<file path="config.mk">
export PLATFORM = sky130hd
export DESIGN_NAME = snes_cart_ctrl
export DESIGN_NICKNAME = d
export VERILOG_FILES = /design/src/hw/snes_cart_pkg.sv /design/src/hw/rom_header_detect.sv /design/src/hw/cheat_code_loader.sv /design/src/hw/backup_ram_sequencer.sv /design/src/hw/snes_cart_ctrl.sv
export VERILOG_INCLUDE_DIRS = /design/src /design/src/hw
export SDC_FILE = /design/constraint.sdc
export NUM_CORES = 1
export LEC_CHECK = 0
export ABC_AREA = 1
export BUFFER_PORTS_ARGS = -buffer_cell sky130_fd_sc_hd__clkbuf_2
export CAP_MARGIN = 10
export CORE_MARGIN = 2
export CORE_UTILIZATION = 45
export DETAILED_ROUTE_END_ITERATION = 6
export PLACE_DENSITY = 0.74
export SETUP_SLACK_MARGIN = 0.02
export SLEW_MARGIN = 20
export SYNTH_ARGS = -nofsm -noshare
export SYNTH_HDL_FRONTEND = slang
export SYNTH_SLANG_ARGS = --single-unit
export TNS_END_PERCENT = 5
</file>
<file path="constraint.sdc">
create_clock -name clk_sys -period 7 [get_ports clk_sys]
set_input_delay 0.7 -clock clk_sys [delete_from_list [all_inputs] [get_ports clk_sys]]
set_output_delay 0.7 -clock clk_sys [all_outputs]
set_load 0.01 [all_outputs]
</file>
<file path="src/hw/snes_cart_cfg.svh">
`ifndef SNES_CART_CFG_SVH
`define SNES_CART_CFG_SVH

// Download port
`define SNES_ADDR_W         25
`define SNES_DATA_W         16
`define SNES_CODE_INDEX     8'hFF

// Address masks and backup RAM sectors
`define SNES_MASK_W         24
`define SNES_LBA_W          32
`define SNES_SECTOR_SHIFT   9

// Flags, address, compare, replace
`define SNES_CHEAT_W        128

// Internal header locations, before the copier header
`define SNES_COPIER_HDR        25'h000200
`define SNES_LOROM_SIZE_ADDR   25'h007FD6
`define SNES_LOROM_RAM_ADDR    25'h007FD8
`define SNES_HIROM_SIZE_ADDR   25'h00FFD6
`define SNES_HIROM_RAM_ADDR    25'h00FFD8
`define SNES_EXHIROM_SIZE_ADDR 25'h40FFD6
`define SNES_EXHIROM_RAM_ADDR  25'h40FFD8

// Size nibble when the image carries no size byte
`define SNES_DEFAULT_ROM_SIZE  4'hC

`endif

</file>
<file path="src/hw/snes_cart_pkg.sv">
`include "snes_cart_cfg.svh"

package snes_cart_pkg;

	// Header layout chosen from the menu
	typedef enum logic [2:0] {
		HDR_AUTO    = 3'd0,
		HDR_NONE    = 3'd1,
		HDR_LOROM   = 3'd2,
		HDR_HIROM   = 3'd3,
		HDR_EXHIROM = 3'd4
	} header_mode_e;

	// Backup RAM transfer states
	typedef enum logic [1:0] {
		BK_IDLE      = 2'd0,
		BK_WAIT_ACK  = 2'd1,
		BK_WAIT_DONE = 2'd2
	} bk_state_e;

	// ROM and RAM address masks
	typedef logic [`SNES_MASK_W-1:0] addr_mask_t;

endpackage

</file>
<file path="src/hw/rom_header_detect.sv">
`timescale 1ns/100ps
`include "snes_cart_cfg.svh"

module rom_header_detect (
	input  logic                            clk_sys,
	input  logic                            reset,
	input  logic                            cart_download,
	input  logic                            ioctl_wr,
	input  logic [`SNES_ADDR_W-1:0]         ioctl_addr,
	input  logic [`SNES_DATA_W-1:0]         ioctl_dout,
	input  snes_cart_pkg::header_mode_e     header_mode,
	output logic [7:0]                      rom_type,
	output snes_cart_pkg::addr_mask_t       rom_mask,
	output snes_cart_pkg::addr_mask_t       ram_mask,
	output logic                            rom_region
);

	localparam snes_cart_pkg::addr_mask_t mask_base = 1024;

	logic [3:0] rom_size;
	logic [3:0] ram_size;

	// Size byte locations of the forced layout
	logic [`SNES_ADDR_W-1:0] size_addr;
	logic [`SNES_ADDR_W-1:0] ram_addr;
	logic                    layout_forced;
	logic                    hdr_wr;

	assign hdr_wr = cart_download & ioctl_wr;

	always_comb begin
		size_addr = '0;
		ram_addr = '0;
		layout_forced = 1'b0;
		case (header_mode)
			snes_cart_pkg::HDR_LOROM: begin
				size_addr = `SNES_LOROM_SIZE_ADDR + `SNES_COPIER_HDR;
				ram_addr = `SNES_LOROM_RAM_ADDR + `SNES_COPIER_HDR;
				layout_forced = 1'b1;
			end
			snes_cart_pkg::HDR_HIROM: begin
				size_addr = `SNES_HIROM_SIZE_ADDR + `SNES_COPIER_HDR;
				ram_addr = `SNES_HIROM_RAM_ADDR + `SNES_COPIER_HDR;
				layout_forced = 1'b1;
			end
			snes_cart_pkg::HDR_EXHIROM: begin
				size_addr = `SNES_EXHIROM_SIZE_ADDR + `SNES_COPIER_HDR;
				ram_addr = `SNES_EXHIROM_RAM_ADDR + `SNES_COPIER_HDR;
				layout_forced = 1'b1;
			end
			default: begin
				layout_forced = 1'b0;
			end
		endcase
	end

	// ==============================
	// Header capture
	// ==============================
	always_ff @(posedge clk_sys) begin
		if (!reset) begin
			rom_type <= 8'd0;
			rom_region <= 1'b0;
			rom_size <= `SNES_DEFAULT_ROM_SIZE;
			ram_size <= 4'd0;
		end else if (hdr_wr) begin
			if (ioctl_addr == '0) begin
				rom_size <= `SNES_DEFAULT_ROM_SIZE;
				ram_size <= 4'd0;
				// Loader puts its own size byte in word 0
				if (header_mode == snes_cart_pkg::HDR_AUTO && ioctl_dout[7:0] != 8'd0) begin
					{ram_size, rom_size} <= ioctl_dout[7:0];
				end
				case (header_mode)
					snes_cart_pkg::HDR_NONE,
					snes_cart_pkg::HDR_LOROM: rom_type <= 8'd0;
					snes_cart_pkg::HDR_HIROM: rom_type <= 8'd1;
					snes_cart_pkg::HDR_EXHIROM: rom_type <= 8'd2;
					default: rom_type <= ioctl_dout[15:8];
				endcase
			end
			if (ioctl_addr == `SNES_ADDR_W'(2)) begin
				rom_region <= ioctl_dout[8];
			end
			if (layout_forced && ioctl_addr == size_addr) begin
				rom_size <= ioctl_dout[11:8];
			end
			if (layout_forced && ioctl_addr == ram_addr) begin
				ram_size <= ioctl_dout[3:0];
			end
		end
	end

	// Masks track the nibbles directly
	assign rom_mask = (mask_base << rom_size) - 1'b1;
	assign ram_mask = (ram_size != 4'd0) ? (mask_base << ram_size) - 1'b1 : '0;

	// Menu setting must be a known layout for the whole download
	a_header_mode_legal: assert property (@(posedge clk_sys) disable iff (!reset)
		cart_download |-> header_mode <= snes_cart_pkg::HDR_EXHIROM)
		else $error("illegal header_mode during cartridge download");

endmodule

</file>
<file path="src/hw/cheat_code_loader.sv">
`timescale 1ns/100ps
`include "snes_cart_cfg.svh"

module cheat_code_loader (
	input  logic                      clk_sys,
	input  logic                      reset,
	input  logic                      code_download,
	input  logic                      cart_download,
	input  logic                      ioctl_wr,
	input  logic [`SNES_ADDR_W-1:0]   ioctl_addr,
	input  logic [`SNES_DATA_W-1:0]   ioctl_dout,
	output logic [`SNES_CHEAT_W-1:0]  cheat_code,
	output logic                      cheat_valid,
	output logic                      cheat_clear
);

	logic       code_wr;
	logic [6:0] slot_lsb;
	logic       list_start;

	assign code_wr = code_download & ioctl_wr;

	// Code word order
	// flags 127:96, address 95:64, compare 63:32, replace 31:0
	// Each field arrives low half first
	assign slot_lsb = {~ioctl_addr[3:2], ioctl_addr[1], 4'b0000};

	// ==============================
	// Code assembly
	// ==============================
	always_ff @(posedge clk_sys) begin
		if (code_wr) begin
			cheat_code[slot_lsb +: `SNES_DATA_W] <= ioctl_dout;
		end
	end

	// Strobe on the last half of the replace field
	always_ff @(posedge clk_sys) begin
		if (!reset) begin
			cheat_valid <= 1'b0;
			list_start <= 1'b0;
		end else begin
			cheat_valid <= code_wr & (ioctl_addr[3:0] == 4'd14);
			// First word of a new code list
			list_start <= code_wr & (ioctl_addr == '0);
		end
	end

	// Old codes are dropped for a new list or a new cartridge
	assign cheat_clear = list_start | cart_download;

	a_valid_single: assert property (@(posedge clk_sys) disable iff (!reset)
		cheat_valid |=> !cheat_valid)
		else $error("cheat_valid held for two cycles");

endmodule

</file>
<file path="src/hw/backup_ram_sequencer.sv">
`timescale 1ns/100ps
`include "snes_cart_cfg.svh"

module backup_ram_sequencer (
	input  logic                        clk_sys,
	input  logic                        reset,
	input  logic                        cart_download,
	input  snes_cart_pkg::addr_mask_t   ram_mask,
	input  logic                        img_mounted,
	input  logic                        img_readonly,
	input  logic [63:0]                 img_size,
	input  logic                        sd_ack,
	input  logic                        bsram_write,
	input  logic                        osd_status,
	input  logic                        bk_load_req,
	input  logic                        bk_save_req,
	input  logic                        autosave_en,
	output logic [`SNES_LBA_W-1:0]      sd_lba,
	output logic                        sd_rd,
	output logic                        sd_wr,
	output logic                        bk_busy,
	output logic                        bk_loading,
	output logic                        bk_pending,
	output logic                        bk_enabled
);

	snes_cart_pkg::bk_state_e state;

	logic download_q;
	logic load_q;
	logic save_q;
	logic ack_q;
	logic save_cond;
	logic start_load;
	logic start_save;
	logic ack_rise;
	logic ack_fall;
	logic [`SNES_LBA_W-1:0] sector_limit;

	// Last sector of the battery RAM
	assign sector_limit = {{(`SNES_LBA_W - `SNES_MASK_W + `SNES_SECTOR_SHIFT){1'b0}},
		ram_mask[`SNES_MASK_W-1:`SNES_SECTOR_SHIFT]};

	assign bk_busy = (state != snes_cart_pkg::BK_IDLE);
	assign ack_rise = sd_ack & ~ack_q;
	assign ack_fall = ~sd_ack & ack_q;

	// Manual save, or autosave once the menu opens
	assign save_cond = bk_save_req | (bk_pending & osd_status & autosave_en);

	// Auto-load right after a cartridge download
	assign start_load = bk_enabled & ((bk_load_req & ~load_q) |
		(download_q & ~cart_download & (|img_size)));
	assign start_save = bk_enabled & save_cond & ~save_q & ~start_load;

	always_ff @(posedge clk_sys) begin
		if (!reset) begin
			download_q <= 1'b0;
			load_q <= 1'b0;
			save_q <= 1'b0;
			ack_q <= 1'b0;
		end else begin
			download_q <= cart_download;
			load_q <= bk_load_req;
			save_q <= save_cond;
			ack_q <= sd_ack;
		end
	end

	// ==============================
	// Enable and pending flag
	// ==============================
	always_ff @(posedge clk_sys) begin
		if (!reset) begin
			bk_enabled <= 1'b0;
		end else begin
			if (cart_download && !download_q) begin
				bk_enabled <= 1'b0;
			end
			// Save file is mounted by the end of the download
			if (cart_download && img_mounted && !img_readonly && ram_mask != '0) begin
				bk_enabled <= 1'b1;
			end
		end
	end

	always_ff @(posedge clk_sys) begin
		if (!reset) begin
			bk_pending <= 1'b0;
		end else if (bk_enabled && !osd_status && bsram_write) begin
			bk_pending <= 1'b1;
		end else if (bk_busy) begin
			bk_pending <= 1'b0;
		end
	end

	// ==============================
	// Sector transfer FSM
	// ==============================
	always_ff @(posedge clk_sys) begin
		if (!reset) begin
			state <= snes_cart_pkg::BK_IDLE;
			sd_lba <= '0;
			sd_rd <= 1'b0;
			sd_wr <= 1'b0;
			bk_loading <= 1'b0;
		end else begin
			case (state)
				snes_cart_pkg::BK_IDLE: begin
					if (start_load || start_save) begin
						state <= snes_cart_pkg::BK_WAIT_ACK;
						sd_lba <= '0;
						sd_rd <= start_load;
						sd_wr <= start_save;
						bk_loading <= start_load;
					end
				end
				snes_cart_pkg::BK_WAIT_ACK: begin
					// Host took the request
					if (ack_rise) begin
						sd_rd <= 1'b0;
						sd_wr <= 1'b0;
						state <= snes_cart_pkg::BK_WAIT_DONE;
					end
				end
				snes_cart_pkg::BK_WAIT_DONE: begin
					if (ack_fall) begin
						if (sd_lba >= sector_limit) begin
							state <= snes_cart_pkg::BK_IDLE;
							bk_loading <= 1'b0;
						end else begin
							sd_lba <= sd_lba + 1'b1;
							sd_rd <= bk_loading;
							sd_wr <= ~bk_loading;
							state <= snes_cart_pkg::BK_WAIT_ACK;
						end
					end
				end
				default: begin
					state <= snes_cart_pkg::BK_IDLE;
				end
			endcase
		end
	end

	a_req_onehot: assert property (@(posedge clk_sys) disable iff (!reset)
		!(sd_rd && sd_wr))
		else $error("sd_rd and sd_wr both high");

	// Sector address stays inside the battery RAM for the whole transfer
	a_lba_limit: assert property (@(posedge clk_sys) disable iff (!reset)
		bk_busy |-> sd_lba <= sector_limit)
		else $error("sd_lba past last backup RAM sector");

endmodule

</file>
<file path="src/hw/snes_cart_ctrl.sv">
`timescale 1ns/100ps
`include "snes_cart_cfg.svh"

module snes_cart_ctrl (
	input  logic                          clk_sys,
	input  logic                          reset,
	input  logic                          ioctl_download,
	input  logic [7:0]                    ioctl_index,
	input  logic [`SNES_ADDR_W-1:0]       ioctl_addr,
	input  logic [`SNES_DATA_W-1:0]       ioctl_dout,
	input  logic                          ioctl_wr,
	input  snes_cart_pkg::header_mode_e   header_mode,
	input  logic                          img_mounted,
	input  logic                          img_readonly,
	input  logic [63:0]                   img_size,
	input  logic                          sd_ack,
	input  logic                          bsram_write,
	input  logic                          osd_status,
	input  logic                          bk_load_req,
	input  logic                          bk_save_req,
	input  logic                          autosave_en,
	output logic [7:0]                    rom_type,
	output snes_cart_pkg::addr_mask_t     rom_mask,
	output snes_cart_pkg::addr_mask_t     ram_mask,
	output logic                          rom_region,
	output logic [`SNES_CHEAT_W-1:0]      cheat_code,
	output logic                          cheat_valid,
	output logic                          cheat_clear,
	output logic [`SNES_LBA_W-1:0]        sd_lba,
	output logic                          sd_rd,
	output logic                          sd_wr,
	output logic                          bk_busy,
	output logic                          bk_loading,
	output logic                          bk_pending,
	output logic                          bk_enabled,
	output logic                          system_hold,
	output logic                          led_user
);

	logic code_download;
	logic cart_download;

	// Cheat list uses its own download index
	assign code_download = ioctl_download & (ioctl_index == `SNES_CODE_INDEX);
	assign cart_download = ioctl_download & (ioctl_index != `SNES_CODE_INDEX);

	// Core held while the cartridge or its save is loading
	assign system_hold = cart_download | bk_loading;
	assign led_user = cart_download | (autosave_en & bk_pending);

	rom_header_detect u_header (
		.clk_sys       (clk_sys),
		.reset         (reset),
		.cart_download (cart_download),
		.ioctl_wr      (ioctl_wr),
		.ioctl_addr    (ioctl_addr),
		.ioctl_dout    (ioctl_dout),
		.header_mode   (header_mode),
		.rom_type      (rom_type),
		.rom_mask      (rom_mask),
		.ram_mask      (ram_mask),
		.rom_region    (rom_region)
	);

	cheat_code_loader u_cheat (
		.clk_sys       (clk_sys),
		.reset         (reset),
		.code_download (code_download),
		.cart_download (cart_download),
		.ioctl_wr      (ioctl_wr),
		.ioctl_addr    (ioctl_addr),
		.ioctl_dout    (ioctl_dout),
		.cheat_code    (cheat_code),
		.cheat_valid   (cheat_valid),
		.cheat_clear   (cheat_clear)
	);

	backup_ram_sequencer u_backup (
		.clk_sys       (clk_sys),
		.reset         (reset),
		.cart_download (cart_download),
		.ram_mask      (ram_mask),
		.img_mounted   (img_mounted),
		.img_readonly  (img_readonly),
		.img_size      (img_size),
		.sd_ack        (sd_ack),
		.bsram_write   (bsram_write),
		.osd_status    (osd_status),
		.bk_load_req   (bk_load_req),
		.bk_save_req   (bk_save_req),
		.autosave_en   (autosave_en),
		.sd_lba        (sd_lba),
		.sd_rd         (sd_rd),
		.sd_wr         (sd_wr),
		.bk_busy       (bk_busy),
		.bk_loading    (bk_loading),
		.bk_pending    (bk_pending),
		.bk_enabled    (bk_enabled)
	);

endmodule

</file>
==> flow_metrics.py, run 1 <==
metrics = {
    "yosys": {
        "synth_top_area_cell": "edfxtp_1",
        "yosys-top-cells-area": "edfxtp_1 41%, dfxtp_1 13%, nor2_1 12%, nand2_1 8.4%, inv_1 5.0%",
        "synth_most_common_cell": "nor2_1",
        "synth_top_area_share_pct": 41.3,
        "synth_ff_type": "edfxtp_1",
        "synth-edff-count": 128,
        "async_flop_share_pct": 0,
        "synth_compound_area_share_pct": 4.34,
        "synthMuxAreaShare_pct": 0,
        "synth-xor-area-share_pct": 1.32,
        "syn_inst": 1103,
        "yosys.area_share.adder_pct": 3.76,
        "syn_area_mm2": 0.00931,
        "synth_cell_type_count": 43,
        "synth.avg_cell_area_um2": 8.44,
        "ys_ff_latch": 190,
        "yosys-top-cells-count": "289 x nor2_1, 209 x nand2_1, 128 x edfxtp_1",
        "synth_top_family_by_area": "simple AND/OR/NAND/NOR gates",
        "synth_simple_gate_area_share_pct": 27.4,
        "ys_warn_count": 0,
        "ys_seq_area_share_pct": 54.6,
    },
    "drt": {
        "vias_per_cell": 4.95,
        "ant_nets": 0,
        "routed_wl_um": 27000,
        "drt_iter0_markers": 571,
        "num_vias": 8495,
        "routedWlPerCell_um": 15.7,
        "drtPass1Iterations": 5,
        "drc": 0,
    },
    "clock_network": {
        "post_cts_buffers": 0,
        "cts_hold_buf": 0,
        "clock_latency_ns": 0.43,
        "cts_tree": "done",
        "clk_pin_slew_ns": 0.08,
        "htreeDepth": 4,
        "cts.path.max_buffers": 2,
        "ctsRootBufferMaster": "clkbuf_16",
        "cts_buffers": 17,
        "postCtsResizedCells": 0,
        "clock-sinks": 190,
    },
    "placed_design": {
        "portBuffers": 344,
        "dp.final_hpwl_um": 21100,
        "place.gp.congestion": 0.985,
        "placedCellCount": 1681,
        "pre_cts_ws_ns": 2.44,
    },
    "cells_and_area": {
        "fillerInstances": 1841,
        "final_cells": 1715,
        "drive_above_1_share_pct": 28.4,
        "num-nets-final": 1586,
        "utilization_pct": 58.1,
        "synthToLayoutAreaGrowth_pct": 26.7,
    },
    "timing": {
        "drv_slew": 0,
        "timing.final.crit_period_ns": 4.39,
        "setup_viol": 0,
        "period_share_pct": 62.8,
        "hold_viol_final": 0,
        "totalNegativeSetupSlack_ns": 0,
        "rsz0062_at_grt": "no",
        "fmax_mhz": 228,
        "fin_ws_ns": 2.61,
        "relSlewSlack_pct": 50.1,
        "worst_slew_pin_slew_ns": 0.747,
        "fin_worst_skew_ns": 0.0132,
        "hold_ws_ns": 0.466,
    },
    "power": {
        "netSwitchingPower_mw": 0.815,
        "switching_share_pct": 31.0,
        "seqPwrFrac_pct": 46.5,
        "intPower_mw": 1.81,
        "combPwrFrac_pct": 17.4,
        "leakage_nw": 5.00,
        "pwr-share-clk_pct": 36.2,
        "power.density_mw_per_mm2": 223,
        "ir_drop_uv": 171,
    },
    "status": {
        "outcome": "finished clean",
    },
    "job": {
        "max-cap-violations": 0,
    },
    "die": {
        "io_pins": 355,
        "die_x_um": 148,
        "die_h_um": 148,
        "initial_utilization_pct": 45.9,
        "dieArea_mm2": 0.0219,
        "core_mm2": 0.0203,
        "fp-row-count": 52,
    },
    "worst_setup_path": {
        "cp_data_arrival_time_ns": 4.75,
        "cp_data_required_time_ns": 7.36,
        "crit_fanout": 20,
        "worstSetupPathType": "reg -> reg",
        "critPathLaunchType": "flip-flop",
        "end_kind": "flip-flop",
    },
    "grt": {
        "grt_use_total_pct": 24.5,
        "grt_max_degree": 37,
        "grt_pass1_wl_um": 41500,
        "grt_pass1_vias": 7917,
        "antenna_found_initial": 2,
        "overflow": 0,
    },
    "min_path": {
        "hold_class": "reg -> reg",
    },
}
[area by class of cell]
class	instances	area (µm²)	share of cell area (%)
multi-input cells	738	3500	29.7
clock inverters	15	169	1.43
well taps	270	338	2.86
inverters	132	495	4.20
clock buffers	17	425	3.61
repair buffers	351	1770	15.0
flip-flops and latches	190	5080	43.1
diodes	2	5.00	0.0424
[power groups by stage]
stage               Sequential [mW]  Combinational [mW]  Clock (mW)
floorplan                      1.25               0.325           0
global placement               1.25               0.437           0
detailed placement             1.25               0.447           0
CTS                            1.22               0.449       0.963
global route                   1.22               0.505        1.00
finish                         1.22               0.456       0.950
[metrics by stage]
stage	instance area, µm²	power (mW)
after floorplan	9340	1.57
after global placement	11200	1.68
after detailed placement	11200	1.69
after CTS	11800	2.63
after global routing	11800	2.73
final	11800	2.63
[layer usage]
| metal | global-route usage, % | wire length (µm) | vias to the layer above |
|---|---|---|---|
| met3 | 5.15 | 2320 | 52 |
| met1 | 31.9 | 11100 | 3814 |
| met5 | 0 | 0 | - |
| met2 | 40.9 | 12900 | 448 |
| met4 | 8.38 | 688 | 0 |
| li1 | - | - | 4181 |
[state kept, by name (all words and copies together) (netlist names)]
name and count:
u_backup.ack_q 1, u_backup.bk_enabled 1, u_backup.bk_loading 1, u_backup.bk_pending 1, u_backup.download_q 1, u_backup.load_q 1
u_backup.save_q 1, u_backup.sd_lba 32, u_backup.sd_rd 1, u_backup.sd_wr 1, u_backup.state 2, u_cheat.cheat_code 128
u_cheat.cheat_valid 1, u_cheat.list_start 1, u_header.ram_size 4, u_header.rom_region 1, u_header.rom_size 4, u_header.rom_type 8
[critical path, stage by stage, from the launching register on]
cell	delay, ns
dfxtp_1	0.38
nor2_1	0.25
inv_1	0.11
nor2_1	0.36
inv_1	0.09
ha_1	0.24
and2_1	0.18
nor3_1	0.23
inv_1	0.07
ha_1	0.32
nand2_1	0.09
nor2_1	0.06
nand2_1	0.05
nor2_1	0.04
nor2_1	0.17
nand3_2	0.12
o21ai_2	0.52
nand3_4	0.35
inv_1	0.47
nand2_1	0.10
a21oi_1	0.14
[cell usage in the layout (no fill, tap or decap), types with 6 or more instances in the layout]
cell type / n
inv_1: 124
o21ai_0: 20
nor2_1: 287
nor4_1: 8
buf_4: 7
ha_1: 28
nor2_2: 6
xor2_1: 12
conb_1: 10
nor3_1: 36
clkbuf_2: 344
edfxtp_1: 128
dfxtp_1: 62
a21oi_1: 37
nand4_1: 20
clkbuf_16: 17
nand2_1: 209
nand3_1: 29
[cell families (layout without fill, tap and decap cells)]
| kind of cell | Yosys count | count (layout) |
|---|---|---|
| AO/OA/AOI/OAI | 72 | 72 |
| other | 1 | 12 |
| AND/OR/NAND/NOR | 614 | 614 |
| adder cells (fa/ha/maj) | 28 | 28 |
| flip-flops | 190 | 190 |
| buffers and inverters | 184 | 515 |
| XOR/XNOR | 14 | 14 |
[worst paths after layout]
check / endpoint / slack, ns / startpoint / cells after the start
setup / recovery: u_backup.sd_lba[15] / 2.61 / u_header.ram_size[2] / 20
hold / removal: u_backup.sd_lba[28] / 0.47 / u_backup.sd_lba[28] / 2
setup reg to reg: u_backup.sd_lba[15] / 2.61 / u_header.ram_size[2] / 20
hold reg to reg: u_backup.sd_lba[28] / 0.47 / u_backup.sd_lba[28] / 2
(Power assumes the default switching activity.)
==> run 2: changes to the inputs <==
Settings changed: ABC_AREA 1 to 0, CORE_UTILIZATION 45 to 44, PLACE_DENSITY 0.74 to 0.76.
Clock period 7 ns to 3.55 ns, I/O delays scaled along.
==> run 2 against run 1 <==
Net effect: sequential share of layout area up 0.15 points; global-route usage up 0.13 points; flip-flop and latch count unchanged; count of clock-buffer cells in the layout unchanged; hold slack worse by 0.33 ns; final area down 0.27%; synthesized area down 4.0%; fmax up 27%; utilization up 0.41 points; synthesized cell count down 21%; final cell count down 13%; largest power group unchanged; largest cell class unchanged.
==> flow_metrics.py, run 2 <==
metrics = {
    "timing": {
        "fmax_mhz": 288,
        "period_share_pct": 97.7,
        "setup_viol": 0,
        "drv_slew": 0,
        "timing.final.crit_period_ns": 3.47,
        "worst_slew_pin_slew_ns": 1.06,
        "relSlewSlack_pct": 29.2,
        "totalNegativeSetupSlack_ns": 0,
        "rsz0062_at_grt": "yes",
        "fin_worst_skew_ns": 0.0105,
        "hold_viol_final": 0,
    },
    "clock_network": {
        "clk_pin_slew_ns": 0.07,
        "cts_buffers": 17,
        "cts_tree": "done",
        "ctsRootBufferMaster": "clkbuf_16",
        "clock-sinks": 190,
        "clock_latency_ns": 0.44,
        "cts.path.max_buffers": 2,
        "cts_hold_buf": 0,
        "htreeDepth": 4,
    },
    "grt": {
        "grt_use_total_pct": 24.6,
        "antenna_found_initial": 1,
        "grt_pass1_vias": 7356,
        "grt_pass1_wl_um": 40600,
        "grt_max_degree": 29,
        "overflow": 0,
    },
    "drt": {
        "ant_nets": 0,
        "routedWlPerCell_um": 18.5,
        "routed_wl_um": 27600,
        "vias_per_cell": 5.44,
        "drc": 0,
        "num_vias": 8140,
        "drt_iter0_markers": 746,
        "drtPass1Iterations": 5,
    },
    "cells_and_area": {
        "num-nets-final": 1367,
        "drive_above_1_share_pct": 36.8,
        "top_regs": "u_cheat.cheat_code (128), u_backup.sd_lba (32), u_header.rom_type (8)",
        "layout_common_cells": "344 x clkbuf_2, 128 x edfxtp_1, 94 x nor2_1, 78 x nand2_1, 69 x and2_1",
        "final_common_cell": "clkbuf_2",
        "synthToLayoutAreaGrowth_pct": 31.6,
        "top_register": "u_cheat.cheat_code",
        "largest_register_ffs": 128,
        "design_area_mm2": 0.0118,
    },
    "yosys": {
        "async_flop_share_pct": 0,
        "synth_ff_type": "edfxtp_1",
        "synth_most_common_cell": "edfxtp_1",
        "synth_simple_gate_area_share_pct": 23.9,
        "yosys-top-cells-count": "128 x edfxtp_1, 97 x nor2_1, 79 x nand2_1",
        "synth-edff-count": 128,
        "synth_top_family_by_area": "simple AND/OR/NAND/NOR gates",
        "ys_seq_area_share_pct": 56.9,
        "ys_ff_latch": 190,
        "ys_warn_count": 0,
        "synth.avg_cell_area_um2": 10.3,
        "synth_cell_type_count": 60,
        "synthMuxAreaShare_pct": 0.350,
        "yosys-top-cells-area": "edfxtp_1 43%, dfxtp_1 14%, and2_1 4.9%, nor2_1 4.1%, ha_1 3.9%",
        "syn_inst": 866,
        "yosys.area_share.adder_pct": 3.92,
        "synth_top_area_cell": "edfxtp_1",
        "synth_top_area_share_pct": 43.0,
        "synth_compound_area_share_pct": 9.89,
        "syn_area_mm2": 0.00894,
        "synth-xor-area-share_pct": 0.196,
    },
    "job": {
        "max-cap-violations": 0,
    },
    "status": {
        "outcome": "finished clean",
    },
    "worst_setup_path": {
        "end_kind": "flip-flop",
        "cp_data_required_time_ns": 3.90,
        "worstSetupPathType": "reg -> reg",
        "cp_data_arrival_time_ns": 3.81,
        "critPathLaunchType": "flip-flop",
        "crit_fanout": 7,
    },
    "placed_design": {
        "portBuffers": 344,
        "placedInstanceArea_mm2": 0.0109,
        "place.gp.congestion": 0.917,
        "dp.final_hpwl_um": 20500,
    },
    "power": {
        "netSwitchingPower_mw": 1.26,
        "ir_drop_uv": 341,
        "pwr-share-clk_pct": 40.1,
        "switching_share_pct": 26.1,
        "combPwrFrac_pct": 11.0,
        "intPower_mw": 3.57,
        "seqPwrFrac_pct": 48.9,
        "power.density_mw_per_mm2": 411,
        "power.total_mw": 4.83,
        "leakage_nw": 4.72,
    },
    "die": {
        "initial_utilization_pct": 44.4,
        "core_mm2": 0.0201,
        "fp-row-count": 52,
        "die_x_um": 147,
        "io_pins": 355,
        "die_h_um": 147,
        "dieArea_mm2": 0.0215,
    },
    "min_path": {
        "hold_class": "in -> reg",
    },
}
[run 2: cell types whose count changed in the layout (fill, tap and decap cells not counted), moves of 12 or more]
cell     delta
nor2_1    -193
nand2_1   -131
inv_1      -92
and2_1     +68
nor4_1     +24
buf_4      +21
o21a_1     +16
and3_1     +12
o21ai_0    +12
or3_1      +12
[run 2: kinds of logic after synthesis]
logic type,after synthesis
AO/OA/AOI/OAI,135
other,1
buffers and inverters,95
flip-flops,190
AND/OR/NAND/NOR,412
XOR/XNOR,2
adder cells (fa/ha/maj),28
multiplexers,3
[run 2: critical path, cell delays in order (launching register included)]
cell and delay (ns):
dfxtp_2 0.32, or2_4 0.26, nor2_4 0.10, inv_2 0.05, ha_4 0.16, buf_4 0.15, nor4_4 0.25, a21oi_2 0.07
ha_1 0.33, nand2_2 0.07, or3_4 0.35, a2111oi_4 0.29, nor4_4 0.08, o221ai_2 0.32, buf_4 0.21, buf_8 0.12
o21ai_0 0.09, a21oi_1 0.15
[run 2: cell type report]
cell class                      count  area (µm²)
Sequential cell                   190        5090
Multi-Input combinational cell    590        3590
Timing Repair Buffer              377        2000
Tap cell                          270         338
Inverter                           35         131
Antenna cell                        1        2.50
Clock buffer                       17         425
Clock inverter                     15         186
Fill cell                        1683        8340
[run 2: what timing repair did]
item                                    4_1_cts  5_1_grt
pin swaps                                     9       12
endpoints found under the setup margin       14       31
cloned                                        0        3
buffers inserted                              4        3
gates resized for setup                      10       18
[run 2: stage by stage]
stage	worst slack [ns]	std cells	util [%]	hold WS (ns)
3_3_place_gp	0.0182	1452	54.4	0.440
5_1_grt	-0.0507	1494	58.5	0.149
3_5_place_dp	-0.0955	1452	54.4	0.445
2_1_floorplan	-0.0223	875	-	0.476
4_1_cts	0.0242	1488	57.8	0.124
6_report	0.0828	1495	58.5	0.137
[run 2: metal layers]
layer,up-vias,track usage [%],wire (µm)
li1,3795,-,-
met1,3833,29.7,10400
met2,447,43.3,14000
met3,65,4.50,2200
met4,0,10.3,958
met5,-,0,0
[run 2: power by group through the flow]
stage	clock network (mW)	logic (mW)	registers, mW
floorplan	0	0.262	2.41
global placement	0	0.445	2.41
detailed placement	0	0.453	2.42
CTS	1.96	0.468	2.36
global route	2.03	0.572	2.37
finish	1.94	0.530	2.36
[run 2: final timing paths]
path                                           start                   end  slack (ns)  cells after the start
worst min-delay path                     bk_load_req       u_backup.load_q        0.14                      2
worst min register to register  u_header.rom_type[3]  u_header.rom_type[3]        0.45                      2
worst max register to register  u_header.ram_size[0]   u_backup.sd_lba[10]        0.08                     17
worst max-delay path            u_header.ram_size[0]   u_backup.sd_lba[10]        0.08                     17
==> run 3: changes to the inputs <==
Settings changed: MAX_ROUTING_LAYER set to met4.
==> run 3 against run 2 <==
Net effect: utilization stayed put; final area unchanged; flip-flop and latch count did not move; clock skew shrank 0.00053 ns; sequential power hardly changed; hold slack is essentially flat; non-clock buffer count did not move; sequential share of layout area stayed put; clock power about the same; largest cell class unchanged.
==> flow_metrics.py, run 3 (synthesized netlist as in run 2, its figures left out) <==
metrics = {
    "timing": {
        "relSlewSlack_pct": 32.0,
        "hold_ws_ns": 0.137,
        "fin_worst_skew_ns": 0.00995,
        "fmax_mhz": 288,
        "worst_slew_pin_slew_ns": 1.01,
        "period_share_pct": 97.7,
        "rsz0062_at_grt": "yes",
        "hold_viol_final": 0,
        "drv_slew": 0,
        "setup_viol": 0,
        "totalNegativeSetupSlack_ns": 0,
        "timing.final.crit_period_ns": 3.47,
    },
    "grt": {
        "grt_pass1_vias": 7365,
        "overflow": 0,
        "grt_use_total_pct": 25.4,
        "grt_max_degree": 29,
        "antenna_found_initial": 1,
        "grt_pass1_wl_um": 40600,
    },
    "power": {
        "pwr-share-clk_pct": 40.2,
        "combPwrFrac_pct": 10.9,
        "seqPwrFrac_pct": 48.9,
        "switching_share_pct": 26.0,
        "netSwitchingPower_mw": 1.26,
        "power.density_mw_per_mm2": 411,
        "intPower_mw": 3.57,
        "ir_drop_uv": 344,
        "leakage_nw": 4.72,
    },
    "worst_setup_path": {
        "cp_cell_sequence": "or2_4, nor2_4, inv_2, ha_4, buf_4, nor4_4, a21oi_2, ha_1, nand2_2, or3_4, a2111oi_4, nor4_4, o221ai_2, buf_4, buf_8, o21ai_0, a21oi_1",
        "cp_data_required_time_ns": 3.90,
        "cp_data_arrival_time_ns": 3.82,
        "critPathSlowestCell": "or3_4",
        "worstSetupPathType": "reg -> reg",
        "end_kind": "flip-flop",
        "crit_fanout": 7,
        "critPathLaunchType": "flip-flop",
        "critPathMaxStageDelay_ns": 0.35,
        "crit_family": "simple AND/OR/NAND/NOR gates",
        "critPathBufInv": 4,
    },
    "placed_design": {
        "place.gp.congestion": 0.936,
        "dp.final_hpwl_um": 20500,
        "portBuffers": 344,
        "placedCellCount": 1452,
        "placedInstanceArea_mm2": 0.0109,
    },
    "min_path": {
        "hold_class": "in -> reg",
    },
    "die": {
        "die_x_um": 147,
        "core_mm2": 0.0201,
        "die_h_um": 147,
        "initial_utilization_pct": 44.4,
        "dieArea_mm2": 0.0215,
        "fp-row-count": 52,
        "io_pins": 355,
    },
    "cells_and_area": {
        "top_regs": "u_cheat.cheat_code (128), u_backup.sd_lba (32), u_header.rom_type (8)",
        "final_common_cell": "clkbuf_2",
        "final_cells": 1495,
        "synthToLayoutAreaGrowth_pct": 31.6,
        "num-nets-final": 1367,
        "top_register": "u_cheat.cheat_code",
        "drive_above_1_share_pct": 36.8,
        "design_area_mm2": 0.0118,
        "layout_common_cells": "344 x clkbuf_2, 128 x edfxtp_1, 94 x nor2_1, 78 x nand2_1, 69 x and2_1",
        "largest_register_ffs": 128,
    },
    "clock_network": {
        "cts_tree": "done",
        "cts_hold_buf": 0,
        "cts.path.max_buffers": 2,
        "htreeDepth": 4,
        "clock_latency_ns": 0.44,
        "clk_pin_slew_ns": 0.07,
        "ctsRootBufferMaster": "clkbuf_16",
        "cts_buffers": 17,
        "clock-sinks": 190,
    },
    "job": {
        "max-cap-violations": 0,
    },
    "drt": {
        "ant_nets": 0,
        "drtPass1Iterations": 5,
        "num_vias": 8163,
        "routedWlPerCell_um": 18.4,
        "drt_iter0_markers": 807,
        "vias_per_cell": 5.46,
        "routed_wl_um": 27600,
        "drc": 0,
    },
    "status": {
        "outcome": "finished clean",
    },
}
run 3: cell type report:
class / count / area [µm²]
clock inverters: 15 / 186
clock buffers: 17 / 425
flip-flops and latches: 190 / 5090
repair buffers: 377 / 2000
diodes: 1 / 2.50
fillers: 1685 / 8340
well taps: 270 / 338
multi-input cells: 590 / 3590
inverters: 35 / 131
run 3: layer usage:
| layer | vias to the layer above | wire length [µm] | track usage (%) | part of all wire, % |
|---|---|---|---|---|
| li1 | 3794 | - | - | - |
| met1 | 3830 | 10300 | 29.7 | 37 |
| met2 | 472 | 14100 | 43.3 | 51 |
| met3 | 67 | 2330 | 4.75 | 8.4 |
| met4 | 0 | 945 | 10.5 | 3.4 |
| met5 | - | 0 | - | 0 |
run 3: repair_timing:
item,CTS,global route
buffers inserted,4,3
cloned,0,3
endpoints found under the hold margin,0,0
pin swaps,9,12
resized for setup,10,18
endpoints found under the setup margin,14,31
run 3: power groups by stage:
stage / clock, mW / combinational, mW / sequential [mW]
floorplan: 0 / 0.262 / 2.41
global placement: 0 / 0.445 / 2.41
detailed placement: 0 / 0.453 / 2.42
CTS: 1.96 / 0.468 / 2.36
global route: 2.03 / 0.572 / 2.37
finish: 1.94 / 0.527 / 2.36
run 3: path summary, 6_finish.rpt:
kind | start | endpoint | slack [ns] | cells past startpoint
setup / recovery | u_header.ram_size[0] | u_backup.sd_lba[10] | 0.08 | 17
hold / removal | bk_load_req | u_backup.load_q | 0.14 | 2
hold reg to reg | u_header.rom_type[3] | u_header.rom_type[3] | 0.45 | 2
setup reg to reg | u_header.ram_size[0] | u_backup.sd_lba[10] | 0.08 | 17
run 3: worst reg2reg max path, cell delays in order (launching register included):
cell       delay, ns
dfxtp_2         0.32
or2_4           0.26
nor2_4          0.10
inv_2           0.05
ha_4            0.16
buf_4           0.15
nor4_4          0.25
a21oi_2         0.07
ha_1            0.33
nand2_2         0.07
or3_4           0.35
a2111oi_4       0.29
nor4_4          0.08
o221ai_2        0.32
buf_4           0.21
buf_8           0.12
o21ai_0         0.09
a21oi_1         0.15
run 3: stage by stage:
stage / total power, mW / utilization, % / worst slack (ns)
global placement: 2.86 / 54.4 / 0.0182
finish: 4.83 / 58.5 / 0.0820
CTS: 4.79 / 57.8 / 0.0242
detailed placement: 2.87 / 54.4 / -0.0955
floorplan: 2.68 / - / -0.0223
global route: 4.97 / 58.5 / -0.0474
